`src/hw/bridge_params.svh`:
```
/*
  Timing and depth constants for the SLM command bridge
*/
`ifndef BRIDGE_PARAMS_SVH
`define BRIDGE_PARAMS_SVH
`default_nettype none

// sys_clk cycles per UART bit
// Board build at 50 MHz and 115200 baud uses 434
`define BRIDGE_CLKS_PER_BIT 16
// sys_clk cycles per SCK half period
`define BRIDGE_SPI_HALF_CLKS 4
// SLM reset low time after board reset
`define BRIDGE_RESET_HOLD 10
// Readback entries, power of two
`define BRIDGE_FIFO_DEPTH 4

`default_nettype wire
`endif
```
`src/hw/spi_pkg.sv`:
```
/*
  SPI command frame layout and SPI master state encoding
*/
`default_nettype none

package spi_pkg;
  // Same 16 bits seen as the shift word or as address plus data
  typedef union packed {
    logic [15:0] word;
    struct packed {
      logic [7:0] addr;  // Goes out first
      logic [7:0] data;
    } fields;
  } spi_frame_u;

  // SPI master FSM
  typedef enum logic [1:0] {
    SPI_IDLE   = 2'd0,
    SPI_SHIFT  = 2'd1,
    SPI_FINISH = 2'd2
  } spi_state_t;
endpackage

`default_nettype wire

```
`src/hw/uart_pkg.sv`:
```
/*
  UART character type and line-state encoding
*/
`default_nettype none

package uart_pkg;
  // One character on the serial line
  typedef logic [7:0] uart_byte_t;
  // Line states, shared by receiver and transmitter
  typedef enum logic [1:0] {
    UART_IDLE  = 2'd0,
    UART_START = 2'd1,
    UART_DATA  = 2'd2,
    UART_STOP  = 2'd3
  } uart_state_t;
endpackage

`default_nettype wire

```
`src/hw/spi_master.sv`:
```
/*
  Command interface between controller, SPI master and readback FIFO
  16-bit SPI mode-0 master, MSB first, MISO low byte captured
*/
`include "bridge_params.svh"
`timescale 1ns/1ps
`default_nettype none

interface spi_cmd_if;
  logic                 start;    // One-cycle launch strobe
  spi_pkg::spi_frame_u  frame;    // Address then data
  logic                 busy;     // High while CS is low
  uart_pkg::uart_byte_t rx_byte;  // Last 8 MISO bits

  modport ctrl    (output start, output frame);
  modport master  (input start, input frame, output busy, output rx_byte);
  modport monitor (input busy, input rx_byte);
endinterface

module spi_master (
  input  logic      sys_clk,
  input  logic      reset_all_cmd_w,
  input  logic      i_spi_miso,
  spi_cmd_if.master cmd,
  output logic      o_spi_cs_n,
  output logic      o_spi_sck,
  output logic      o_spi_mosi
);

  localparam int HC_W = $clog2(`BRIDGE_SPI_HALF_CLKS + 1);
  localparam logic [HC_W-1:0] HALF_LAST = HC_W'(`BRIDGE_SPI_HALF_CLKS - 1);

  spi_pkg::spi_state_t state;
  logic [HC_W-1:0]     half_cnt;
  logic [3:0]          bit_cnt;
  logic [15:0]         shift_word;
  logic                half_done;
  logic                sck_rise;
  logic                sck_fall;

  // SCK toggles at the end of each half period
  assign half_done = (state == spi_pkg::SPI_SHIFT) && (half_cnt == HALF_LAST);
  assign sck_rise  = half_done && !o_spi_sck;
  assign sck_fall  = half_done && o_spi_sck;
  // MOSI parked low outside a frame
  assign o_spi_mosi = shift_word[15] & ~o_spi_cs_n;

  ////////////////////////////////////////
  // Frame control
  ////////////////////////////////////////
  always_ff @(posedge sys_clk) begin
    if (reset_all_cmd_w) begin
      state      <= spi_pkg::SPI_IDLE;
      cmd.busy   <= 1'b0;
      o_spi_cs_n <= 1'b1;
      o_spi_sck  <= 1'b0;
      half_cnt   <= '0;
      bit_cnt    <= '0;
    end else begin
      case (state)
        spi_pkg::SPI_IDLE: begin
          half_cnt <= '0;
          bit_cnt  <= '0;
          // Start only seen here, so ignored while busy
          if (cmd.start) begin
            cmd.busy   <= 1'b1;
            o_spi_cs_n <= 1'b0;
            state      <= spi_pkg::SPI_SHIFT;
          end
        end
        spi_pkg::SPI_SHIFT: begin
          half_cnt <= half_done ? '0 : half_cnt + 1'b1;
          if (half_done)
            o_spi_sck <= ~o_spi_sck;
          // Period ends on falling SCK
          if (sck_fall) begin
            bit_cnt <= bit_cnt + 1'b1;
            if (bit_cnt == 4'd15)
              state <= spi_pkg::SPI_FINISH;
          end
        end
        spi_pkg::SPI_FINISH: begin
          // SCK already back low
          cmd.busy   <= 1'b0;
          o_spi_cs_n <= 1'b1;
          state      <= spi_pkg::SPI_IDLE;
        end
        default: state <= spi_pkg::SPI_IDLE;
      endcase
    end
  end

  ////////////////////////////////////////
  // Shift registers
  ////////////////////////////////////////
  // Load on launch, advance on falling SCK
  always_ff @(posedge sys_clk) begin
    if ((state == spi_pkg::SPI_IDLE) && cmd.start)
      shift_word <= cmd.frame.word;
    else if (sck_fall)
      shift_word <= {shift_word[14:0], 1'b0};
  end

  // MISO sampled on rising SCK, keeps the last 8
  always_ff @(posedge sys_clk) begin
    if (sck_rise)
      cmd.rx_byte <= {cmd.rx_byte[6:0], i_spi_miso};
  end

endmodule

`default_nettype wire

```
`src/hw/slm_bridge_top.sv`:
```
/*
  Host-to-SLM command bridge top level
  UART in, SPI out, readback FIFO back to UART
*/
`timescale 1ns/1ps
`default_nettype none

module slm_bridge_top (
  input  logic sys_clk,
  input  logic reset_all_cmd_w,
  input  logic i_uart_rx,
  input  logic i_spi_miso,
  output logic o_uart_tx,
  output logic o_spi_cs_n,
  output logic o_spi_sck,
  output logic o_spi_mosi,
  output logic o_slm_reset_n
);

  logic                 rx_valid;
  uart_pkg::uart_byte_t rx_byte;
  logic                 tx_start;
  uart_pkg::uart_byte_t tx_byte;
  logic                 tx_active;

  spi_cmd_if spi_cmd ();

  ////////////////////////////////////////
  // Command path
  ////////////////////////////////////////
  uart_rx u_uart_rx (
    .sys_clk         (sys_clk),
    .reset_all_cmd_w (reset_all_cmd_w),
    .i_rx_serial     (i_uart_rx),
    .o_rx_valid      (rx_valid),
    .o_rx_byte       (rx_byte)
  );

  slm_command_ctrl u_ctrl (
    .sys_clk         (sys_clk),
    .reset_all_cmd_w (reset_all_cmd_w),
    .i_rx_valid      (rx_valid),
    .i_rx_byte       (rx_byte),
    .cmd             (spi_cmd.ctrl),
    .o_slm_reset_n   (o_slm_reset_n)
  );

  spi_master u_spi (
    .sys_clk         (sys_clk),
    .reset_all_cmd_w (reset_all_cmd_w),
    .i_spi_miso      (i_spi_miso),
    .cmd             (spi_cmd.master),
    .o_spi_cs_n      (o_spi_cs_n),
    .o_spi_sck       (o_spi_sck),
    .o_spi_mosi      (o_spi_mosi)
  );

  ////////////////////////////////////////
  // Readback path
  ////////////////////////////////////////
  readback_fifo u_fifo (
    .sys_clk         (sys_clk),
    .reset_all_cmd_w (reset_all_cmd_w),
    .i_tx_active     (tx_active),
    .spi             (spi_cmd.monitor),
    .o_tx_start      (tx_start),
    .o_tx_byte       (tx_byte)
  );

  uart_tx u_uart_tx (
    .sys_clk         (sys_clk),
    .reset_all_cmd_w (reset_all_cmd_w),
    .i_tx_start      (tx_start),
    .i_tx_byte       (tx_byte),
    .o_tx_active     (tx_active),
    .o_tx_serial     (o_uart_tx)
  );

endmodule

`default_nettype wire

```
`src/hw/readback_fifo.sv`:
```
/*
  Readback FIFO between SPI and UART transmitter
  Write on end of frame, drain one byte per idle transmitter
*/
`include "bridge_params.svh"
`timescale 1ns/1ps
`default_nettype none

module readback_fifo (
  input  logic                 sys_clk,
  input  logic                 reset_all_cmd_w,
  input  logic                 i_tx_active,
  spi_cmd_if.monitor           spi,
  output logic                 o_tx_start,
  output uart_pkg::uart_byte_t o_tx_byte
);

  localparam int DEPTH = `BRIDGE_FIFO_DEPTH;
  localparam int PTR_W = $clog2(DEPTH);
  localparam logic [PTR_W:0] FULL_CNT = (PTR_W + 1)'(DEPTH);

  uart_pkg::uart_byte_t mem [DEPTH];
  logic [PTR_W-1:0]     wr_ptr;
  logic [PTR_W-1:0]     rd_ptr;
  logic [PTR_W:0]       count;
  logic                 busy_d;
  logic                 full;
  logic                 empty;
  logic                 push;
  logic                 pop;

  assign full  = (count == FULL_CNT);
  assign empty = (count == '0);
  // Falling busy marks a finished frame, dropped when full
  assign push  = busy_d & ~spi.busy & ~full;
  // Start strobe still pending counts as busy transmitter
  assign pop   = ~empty & ~i_tx_active & ~o_tx_start;

  ////////////////////////////////////////
  // Pointers, count, start strobe
  ////////////////////////////////////////
  always_ff @(posedge sys_clk) begin
    if (reset_all_cmd_w) begin
      busy_d     <= 1'b0;
      wr_ptr     <= '0;
      rd_ptr     <= '0;
      count      <= '0;
      o_tx_start <= 1'b0;
    end else begin
      busy_d     <= spi.busy;
      o_tx_start <= pop;
      // Pointers wrap naturally, depth is a power of two
      if (push)
        wr_ptr <= wr_ptr + 1'b1;
      if (pop)
        rd_ptr <= rd_ptr + 1'b1;
      case ({push, pop})
        2'b10:   count <= count + 1'b1;
        2'b01:   count <= count - 1'b1;
        default: count <= count;
      endcase
    end
  end

  // Storage and output byte
  always_ff @(posedge sys_clk) begin
    if (push)
      mem[wr_ptr] <= spi.rx_byte;
    if (pop)
      o_tx_byte <= mem[rd_ptr];
  end

endmodule

`default_nettype wire

```
`src/hw/slm_command_ctrl.sv`:
```
/*
  Host byte pairing into SPI frames and SLM reset stretch
*/
`include "bridge_params.svh"
`timescale 1ns/1ps
`default_nettype none

module slm_command_ctrl (
  input  logic                 sys_clk,
  input  logic                 reset_all_cmd_w,
  input  logic                 i_rx_valid,
  input  uart_pkg::uart_byte_t i_rx_byte,
  spi_cmd_if.ctrl              cmd,
  output logic                 o_slm_reset_n
);

  localparam int HOLD_W = $clog2(`BRIDGE_RESET_HOLD + 1);

  logic              second_byte;
  logic [HOLD_W-1:0] hold_cnt;

  // Toggle marks the data byte of a pair
  always_ff @(posedge sys_clk) begin
    if (reset_all_cmd_w) begin
      second_byte <= 1'b0;
      cmd.start   <= 1'b0;
    end else begin
      cmd.start <= i_rx_valid & second_byte;
      if (i_rx_valid)
        second_byte <= ~second_byte;
    end
  end

  // Previous byte moves up to address, new byte is data
  always_ff @(posedge sys_clk) begin
    if (i_rx_valid) begin
      cmd.frame.fields.addr <= cmd.frame.fields.data;
      cmd.frame.fields.data <= i_rx_byte;
    end
  end

  // SLM reset held low while the countdown runs
  always_ff @(posedge sys_clk) begin
    if (reset_all_cmd_w) begin
      hold_cnt      <= HOLD_W'(`BRIDGE_RESET_HOLD);
      o_slm_reset_n <= 1'b0;
    end else if (hold_cnt != '0) begin
      hold_cnt      <= hold_cnt - 1'b1;
      o_slm_reset_n <= 1'b0;
    end else begin
      o_slm_reset_n <= 1'b1;
    end
  end

endmodule

`default_nettype wire

```
`src/hw/uart_tx.sv`:
```
/*
  UART transmitter, 8N1, LSB first
  Active flag covers start bit through end of stop bit
*/
`include "bridge_params.svh"
`timescale 1ns/1ps
`default_nettype none

module uart_tx (
  input  logic                 sys_clk,
  input  logic                 reset_all_cmd_w,
  input  logic                 i_tx_start,
  input  uart_pkg::uart_byte_t i_tx_byte,
  output logic                 o_tx_active,
  output logic                 o_tx_serial
);

  localparam int CNT_W = $clog2(`BRIDGE_CLKS_PER_BIT);
  localparam logic [CNT_W-1:0] BIT_LAST = CNT_W'(`BRIDGE_CLKS_PER_BIT - 1);

  uart_pkg::uart_state_t state;
  logic [CNT_W-1:0]      clk_cnt;
  logic [2:0]            bit_idx;
  uart_pkg::uart_byte_t  tx_data;
  logic                  bit_done;

  assign bit_done = (clk_cnt == BIT_LAST);

  // Hold the character for the whole frame
  always_ff @(posedge sys_clk) begin
    if ((state == uart_pkg::UART_IDLE) && i_tx_start)
      tx_data <= i_tx_byte;
  end

  always_ff @(posedge sys_clk) begin
    if (reset_all_cmd_w) begin
      state       <= uart_pkg::UART_IDLE;
      clk_cnt     <= '0;
      bit_idx     <= '0;
      o_tx_active <= 1'b0;
      o_tx_serial <= 1'b1;
    end else begin
      // Bit timer runs in every state but idle
      clk_cnt <= (bit_done || (state == uart_pkg::UART_IDLE)) ? '0 : clk_cnt + 1'b1;
      case (state)
        uart_pkg::UART_IDLE: begin
          o_tx_serial <= 1'b1;
          bit_idx     <= '0;
          if (i_tx_start) begin
            o_tx_active <= 1'b1;
            o_tx_serial <= 1'b0;
            state       <= uart_pkg::UART_START;
          end
        end
        uart_pkg::UART_START: begin
          if (bit_done) begin
            o_tx_serial <= tx_data[0];
            state       <= uart_pkg::UART_DATA;
          end
        end
        uart_pkg::UART_DATA: begin
          if (bit_done) begin
            bit_idx <= bit_idx + 1'b1;
            if (bit_idx == 3'd7) begin
              o_tx_serial <= 1'b1;
              state       <= uart_pkg::UART_STOP;
            end else begin
              o_tx_serial <= tx_data[bit_idx + 3'd1];
            end
          end
        end
        uart_pkg::UART_STOP: begin
          // Line already high, release after one bit
          if (bit_done) begin
            o_tx_active <= 1'b0;
            state       <= uart_pkg::UART_IDLE;
          end
        end
        default: state <= uart_pkg::UART_IDLE;
      endcase
    end
  end

endmodule

`default_nettype wire

```
`src/hw/uart_rx.sv`:
```
/*
  UART receiver, 8N1, LSB first
  Two-flop line sync, mid-bit sampling, one-cycle valid at the stop bit
*/
`include "bridge_params.svh"
`timescale 1ns/1ps
`default_nettype none

module uart_rx (
  input  logic                 sys_clk,
  input  logic                 reset_all_cmd_w,
  input  logic                 i_rx_serial,
  output logic                 o_rx_valid,
  output uart_pkg::uart_byte_t o_rx_byte
);

  localparam int CNT_W = $clog2(`BRIDGE_CLKS_PER_BIT);
  localparam logic [CNT_W-1:0] BIT_LAST  = CNT_W'(`BRIDGE_CLKS_PER_BIT - 1);
  localparam logic [CNT_W-1:0] HALF_LAST = CNT_W'(`BRIDGE_CLKS_PER_BIT / 2 - 1);

  logic                  rx_meta;
  logic                  rx_sync;
  uart_pkg::uart_state_t state;
  logic [CNT_W-1:0]      clk_cnt;
  logic [2:0]            bit_idx;
  logic                  bit_done;

  // Full bit time elapsed, lands mid-bit once aligned
  assign bit_done = (clk_cnt == BIT_LAST);

  // Line idles high, sync flops reset to idle
  always_ff @(posedge sys_clk) begin
    if (reset_all_cmd_w) begin
      rx_meta <= 1'b1;
      rx_sync <= 1'b1;
    end else begin
      rx_meta <= i_rx_serial;
      rx_sync <= rx_meta;
    end
  end

  always_ff @(posedge sys_clk) begin
    if (reset_all_cmd_w) begin
      state      <= uart_pkg::UART_IDLE;
      clk_cnt    <= '0;
      bit_idx    <= '0;
      o_rx_valid <= 1'b0;
    end else begin
      o_rx_valid <= 1'b0;
      case (state)
        uart_pkg::UART_IDLE: begin
          clk_cnt <= '0;
          bit_idx <= '0;
          // Falling edge of start bit
          if (!rx_sync)
            state <= uart_pkg::UART_START;
        end
        uart_pkg::UART_START: begin
          if (clk_cnt == HALF_LAST) begin
            clk_cnt <= '0;
            // Still low at mid-bit, else a glitch
            state   <= rx_sync ? uart_pkg::UART_IDLE : uart_pkg::UART_DATA;
          end else begin
            clk_cnt <= clk_cnt + 1'b1;
          end
        end
        uart_pkg::UART_DATA: begin
          clk_cnt <= bit_done ? '0 : clk_cnt + 1'b1;
          if (bit_done) begin
            bit_idx <= bit_idx + 1'b1;
            if (bit_idx == 3'd7)
              state <= uart_pkg::UART_STOP;
          end
        end
        uart_pkg::UART_STOP: begin
          clk_cnt <= bit_done ? '0 : clk_cnt + 1'b1;
          if (bit_done) begin
            // Mid stop bit, framing check
            o_rx_valid <= rx_sync;
            state      <= uart_pkg::UART_IDLE;
          end
        end
        default: state <= uart_pkg::UART_IDLE;
      endcase
    end
  end

  // Data bits shift in from the top, LSB arrives first
  always_ff @(posedge sys_clk) begin
    if ((state == uart_pkg::UART_DATA) && bit_done)
      o_rx_byte <= {rx_sync, o_rx_byte[7:1]};
  end

endmodule

`default_nettype wire

```
`config.mk`:
```
export PLATFORM = sky130hd
export DESIGN_NAME = slm_bridge_top
export DESIGN_NICKNAME = d
export VERILOG_FILES = /design/src/hw/spi_pkg.sv /design/src/hw/uart_pkg.sv /design/src/hw/spi_master.sv /design/src/hw/slm_bridge_top.sv /design/src/hw/readback_fifo.sv /design/src/hw/slm_command_ctrl.sv /design/src/hw/uart_tx.sv /design/src/hw/uart_rx.sv
export VERILOG_INCLUDE_DIRS = /design/src /design/src/hw
export SDC_FILE = /design/constraint.sdc
export NUM_CORES = 1
export LEC_CHECK = 0
export BUFFER_PORTS_ARGS = -buffer_cell sky130_fd_sc_hd__buf_2
export CAP_MARGIN = 20
export CORE_MARGIN = 8
export CORE_UTILIZATION = 56
export DETAILED_ROUTE_END_ITERATION = 10
export PLACE_DENSITY = 0.75
export SYNTH_ARGS = -nofsm -noshare
export SYNTH_HDL_FRONTEND = slang
export SYNTH_SLANG_ARGS = --single-unit
```
`constraint.sdc`:
```
create_clock -name sys_clk -period 2.75 [get_ports sys_clk]
set_input_delay 0.275 -clock sys_clk [delete_from_list [all_inputs] [get_ports sys_clk]]
set_output_delay 0.275 -clock sys_clk [all_outputs]
set_load 0.01 [all_outputs]
```
Yosys cells after proc, flatten, opt, wreduce, memory -nomap -nowiden
Memory sizes are Yosys's and may differ from the RTL's. A register that Yosys moved wholly into a read port is not among the register bits.
Index checks and enable logic that the tools add are counted.
- register bits after elaboration: 107
- memory bits (writable): 32
- input bits: 4
- output and inout bits: 5
- word-level logic and storage cells: 173
- memories: 1
- $add $sub $neg: 11
- order comparisons: 1
- eq/ne operators: 31
- multiplexer cells: 48
- bitwise gates (word level): 16
- reductions and logical operators: 34
- memory list (name ; words ; width ; rd ports ; clocked after Yosys merged registers in ; wr ports ; line ; RTL):
    u_fifo.mem ; 4 ; 8 ; 1 ; 1 ; 1 ; readback_fifo.sv:22 ; uart_pkg::uart_byte_t mem [DEPTH];
- operator list (cell ; number):
    $mux 16 ; 2
    $mux 2 ; 14
    $pmux 3 s2 ; 4
    $ne 2x1->1 const B ; 9
    $pmux 2 s4 ; 2
    $reduce_bool 2->1 ; 7
    $add 3x1->3 const B ; 4
    $add 4x1->4 const B ; 3
    $eq 2x2->1 const B ; 6
    $eq 4x4->1 const B ; 3
    $mux 1 ; 12
    $mux 4 ; 3
    $pmux 4 s3 ; 1
    $not 1->1 ; 10
    $reduce_and 2->1 ; 5
    $reduce_and 5->1 ; 2
    $eq 3x3->1 const B ; 3
    $mux 3 ; 3
    $reduce_and 3->1 ; 3
    $eq 2x1->1 const B ; 4
    $ne 2x2->1 const B ; 4
    $pmux 4 s2 ; 1
    $and 1x1->1 ; 6
    $logic_and 1x1->1 ; 6
    18 further kinds ; 24

Logic depth before layout (Yosys ltp)
- word-level depth: 6
- mapped depth: 9
- depth with buffers taken out: 9

Modules after synthesis
A second synthesis with hierarchy kept.
- cell total of the unflattened synthesis: 405
- area, all modules: 5885.6 sq um
- by module, submodules not included (module ; instances ; cells each ; area an instance (sq um) ; seq. area each (sq um)):
    readback_fifo ; 1 ; 104 ; 1920.6 ; 1381.3
    spi_master ; 1 ; 110 ; 1496.4 ; 960.9
    uart_tx ; 1 ; 76 ; 874.6 ; 460.4
    uart_rx ; 1 ; 69 ; 814.5 ; 480.5
    slm_command_ctrl ; 1 ; 46 ; 779.5 ; 620.6

Least setup slack after synthesis
No wires, ideal clock.
- kind: register to register
- start: register u_fifo.count[2]
- end: register u_fifo.count[2]
- setup time: 0.071 ns
- arrival time: 2.584 ns
- data required time: 2.679 ns
- setup slack: 0.095 ns
- cell stages (with the launch flop): 9
- path buffers: 0
- clock period less this slack: 2.655 ns
- path through: dfxtp_1 > nor3_1 > nor3_1 > ha_1 > inv_1 > fa_1 > xor2_1 > or3_1 > a21oi_1
- longest elaborated chain between the ends: 6
- elaborated cells on any way between the ends: 13
- those cells by class: add/sub (2); eq/ne (3); mux (1); bitwise (5); reduce/logical (2)
- RTL lines (what ; line ; RTL):
    start: declaration ; readback_fifo.sv:25 ; logic [PTR_W:0] count;
    start signal: assignment ; readback_fifo.sv:58 ; 2'b10: count <= count + 1'b1;
    start signal: assignment ; readback_fifo.sv:59 ; 2'b01: count <= count - 1'b1;
    start signal: assignment ; readback_fifo.sv:60 ; default: count <= count;
    $logic_not 3->1 (*) ; readback_fifo.sv:33 ; assign empty = (count == '0);
    $not 1->1 (*) ; readback_fifo.sv:37 ; assign pop = ~empty & ~i_tx_active & ~o_tx_start;
    $and 1x1->1 (*) (2 in a row) ; readback_fifo.sv:37 ;
    named net u_fifo.pop ; readback_fifo.sv:30 ; logic pop;
    $eq 2x1->1 or $eq 2x2->1 (tied branches) ; readback_fifo.sv:57 ; case ({push, pop})
    $pmux 3 s2 or $reduce_bool 2->1 (tied branches) ; - ;
Mark *: on every way through the listed nets, which the timed path passes. The rest lies on a longest branch.
A chain may end at the register's enable or synchronous reset.

Final worst setup path
Ends and elaborated chain as after synthesis.

==> results.md <==
- Pint: 3930 uW
- Setup repair after global routing missed its margin: no
- Sequential-to-total area share from yosys stat: roughly two thirds
- Cell chain of the critical path: nor3_1 > nor3_1 > ha_1 > inv_1 > fa_1 > xor2_1 > or3_1 > a21oi_1
- Synth cell types: 52
- P_leak: 0.00233 uW
- Skew-Pair Late Insertion Delay: 0.52 ns
- Initial antenna violation count: 0
- Synth top area cells: edfxtp_1 (50%), dfxtp_1 (18%), ha_1 (4.1%), mux4_2 (3.5%), mux2_4 (2.3%)
- Yosys top cell area share: 49.6%
- Part of the power in registers: between 50% and 60%
- Initial Utilization: 57.1%
- Met3 WL post-DR: 235 um
- Worst Tran Pin Value: between 0.7 and 0.8 ns
- Worst EP required: 3.20 ns
- Post-CTS Setup Bufs: 0
- Ys async rst share: 0%
- Top layer in use: met4
- Die area: 13900 sq um
- Gate Count Post-Synth: 396
- Met1 Routed Length: 4260 um
- Final count of negative-setup-slack endpoints: 0
- Clock Tree Buf Depth: 2
- Placed Area: 5970 sq um
- Max_cap viols: 0
- Sw Ratio: between 20% and 30%
- Post-cts sizing count: 0
- Vias in the first global route: 3108
- Root buf cell: clkbuf_8
- Top cell type by total area after synthesis: edfxtp_1
- Status: completed
- Crit end category: register
- Power per cell area: 775 nW/um^2
- Layout area overhead: 12.4%
- Cell Area, Synth: roughly 5800 sq um
- Via density: between 5 and 6
- Placer Congestion: approximately 0.78
- H-Tree Depth: 4
- Residual DRC count: 0
- Fin. Hold Viols: 0
- Total wire length: 9010 um
- Final Max Slew Viols: 0
- Number of routed nets with antenna violations: 0
- Synthesized net count: 420
- Row count: 37
- CP Launch Type: register
- Critical path peak fanout: 4
- Final Instance Area: 6530 sq um
- Buffers on Ports: 8
- Ys flop type: edfxtp_1
- Arrival @ worst endpoint: 2.67 ns
- Syn. warnings: 0
- N_diodes: 0
- First-pass GRT wire length: 15200 um
- First-pass DRT Iterations: 5
- Core Util, Final: 64.1%
- CTS tree: yes
- Worst VDD drop: 0.479 mV
- Final Cycle Share: roughly four fifths
- GR Overflow Total: 0
- # clock sinks: 147
- TritonCTS buffer count: 17
- Met2 wire length: approximately 4400 um
- Avg Synthesized Cell Area: 14.7 sq um
- Combinational share of power: under 10%
- Largest net degree at the start of global routing: 24
- Share of layout cells above drive strength 1: 17.0%
- Fmax: 451 MHz
- Worst path slowest cell: fa_1
- Type of the tightest min-delay check: input port to register
- CORE AREA: just over 10000 sq um
- Drt wl/cell: 15.9 um
- IO Pins: 9
- Clock share of power: 41.3%
- Post-synth EDFFs: 96
- CP most frequent cell: nor3_1
- Hold_ws: 0.176 ns
- DPL Wire Length: roughly 5700 um
- Worst Setup Path Type: register to register
- Total Routing Usage GR: 14.0%
- Fin Clk Skew: 0.00673 ns
- Nets: 440
- Clock slew at reported path FFs: 0.06 ns
- Die width: 118 um
- Layout fillers: 777
- Rel. slew slack: 48.4%
- Max incr delay on CP: 0.44 ns
- CTS Hold Buffers Added: 2
- Psw: 1130 uW
- Yosys reg bits: 147
- Vias: ~3000
- Setup TNS: 0 ns
- Initial DRC Count: between 200 and 250
- Die height: 118 um
- Final Critical Period: 2.22 ns
cell type report:
type | instances | area (sq um) | share of cell area [%]
Inverter | 17 | 63.8 | 0.977
Multi-Input combinational cell | 220 | 1770 | 27.1
Clock buffer | 19 | 422 | 6.46
Tap cell | 136 | 170 | 2.61
Clock inverter | 13 | 118 | 1.80
Sequential cell | 147 | 3900 | 59.8
Timing Repair Buffer | 13 | 82.6 | 1.26
through the flow:
stage,total power (uW),worst slack [ns],cells
6_report,5060,0.532,565
5_1_grt,5260,0.438,565
4_1_cts,5110,0.553,565
3_5_place_dp,3020,0.565,531
3_3_place_gp,3000,0.693,531
2_1_floorplan,2920,0.0953,396
cell usage after synthesis, types with 10 or more instances:
cell	number
a21oi_1	14
ha_1	19
nand2_1	13
edfxtp_1	96
nor3_1	10
nor2_1	32
dfxtp_1	51
inv_1	17
worst paths after layout:
kind	start	endpoint	slack [ns]	cells past startpoint
hold reg to reg	u_uart_rx.rx_meta	u_uart_rx.rx_sync	0.41	1
hold / removal	reset_all_cmd_w	u_fifo.rd_ptr[1]	0.18	2
setup / recovery	u_fifo.count[2]	u_fifo.count[2]	0.53	8
setup reg to reg	u_fifo.count[2]	u_fifo.count[2]	0.53	8
sequential cells by signal, indices dropped and copies added (netlist names), 2 cells and up, named ones only:
name,count
u_ctrl.cmd.frame,16
u_ctrl.hold_cnt,4
u_fifo.count,3
u_fifo.mem,32
u_fifo.o_tx_byte,8
u_fifo.rd_ptr,2
u_fifo.wr_ptr,2
u_spi.bit_cnt,4
u_spi.cmd.rx_byte,8
u_spi.half_cnt,3
u_spi.shift_word,16
u_spi.state,2
u_uart_rx.bit_idx,3
u_uart_rx.clk_cnt,4
u_uart_rx.o_rx_byte,8
u_uart_tx.bit_idx,3
u_uart_tx.clk_cnt,4
u_uart_tx.state,2
u_uart_tx.tx_data,8
cells in the final DEF (no fill, tap or decap), drive strengths merged, types with 2 or more instances in the layout:
master        n
inv          17
nand4         3
and4          2
xor2          5
or2           4
dlygate4sd3   2
o21bai        2
mux4          9
nor2         33
and3          5
ha           19
nand3         4
a21oi        14
a22oi         6
bufinv        2
o21ai         6
dfxtp        51
nand2b        2
buf          11
nor3         10
nand3b        3
and2         10
a32oi         3
o22ai         3
xnor2         9
nor2b         8
nand2        14
a211oi        4
clkbuf       19
clkinvlp      2
edfxtp       96
clkinv        9
nor3b         2
mux2         18
mux2i         6
or3           2
power groups by stage:
| stage | logic, uW | registers, uW | clock network (uW) |
|---|---|---|---|
| floorplan | 376 | 2540 | 0 |
| global placement | 413 | 2580 | 0 |
| detailed placement | 430 | 2590 | 0 |
| CTS | 433 | 2540 | 2130 |
| global route | 480 | 2560 | 2220 |
| finish | 431 | 2540 | 2090 |
critical path: cells and delay by family (launching register included):
kind / cells / cell delay [ns]
buffers and inverters: 1 / 0.07
XOR/XNOR: 1 / 0.16
flip-flops: 1 / 0.41
AO/OA/AOI/OAI: 1 / 0.14
adder cells (fa/ha/maj): 2 / 0.68
AND/OR/NAND/NOR: 3 / 0.69
layer usage:
metal  track usage (%)  up-vias
met1              17.2     1503
met5                 0        -
met4              5.76        0
met3              5.42        8
met2              21.7       34
li1                  -     1499
cell families (layout without fill, tap and decap cells):
kind of cell | after synthesis | count (layout) | synth area share, %
simple gates | 108 | 108 | 10.0
buf+inv | 29 | 62 | 2.35
compound gates | 45 | 45 | 5.32
flops | 147 | 147 | 67.2
fa+ha+maj | 20 | 20 | 4.44
xor+xnor | 14 | 14 | 2.11
mux | 33 | 33 | 8.59
Note: power is estimated with default switching activity, not from simulation.
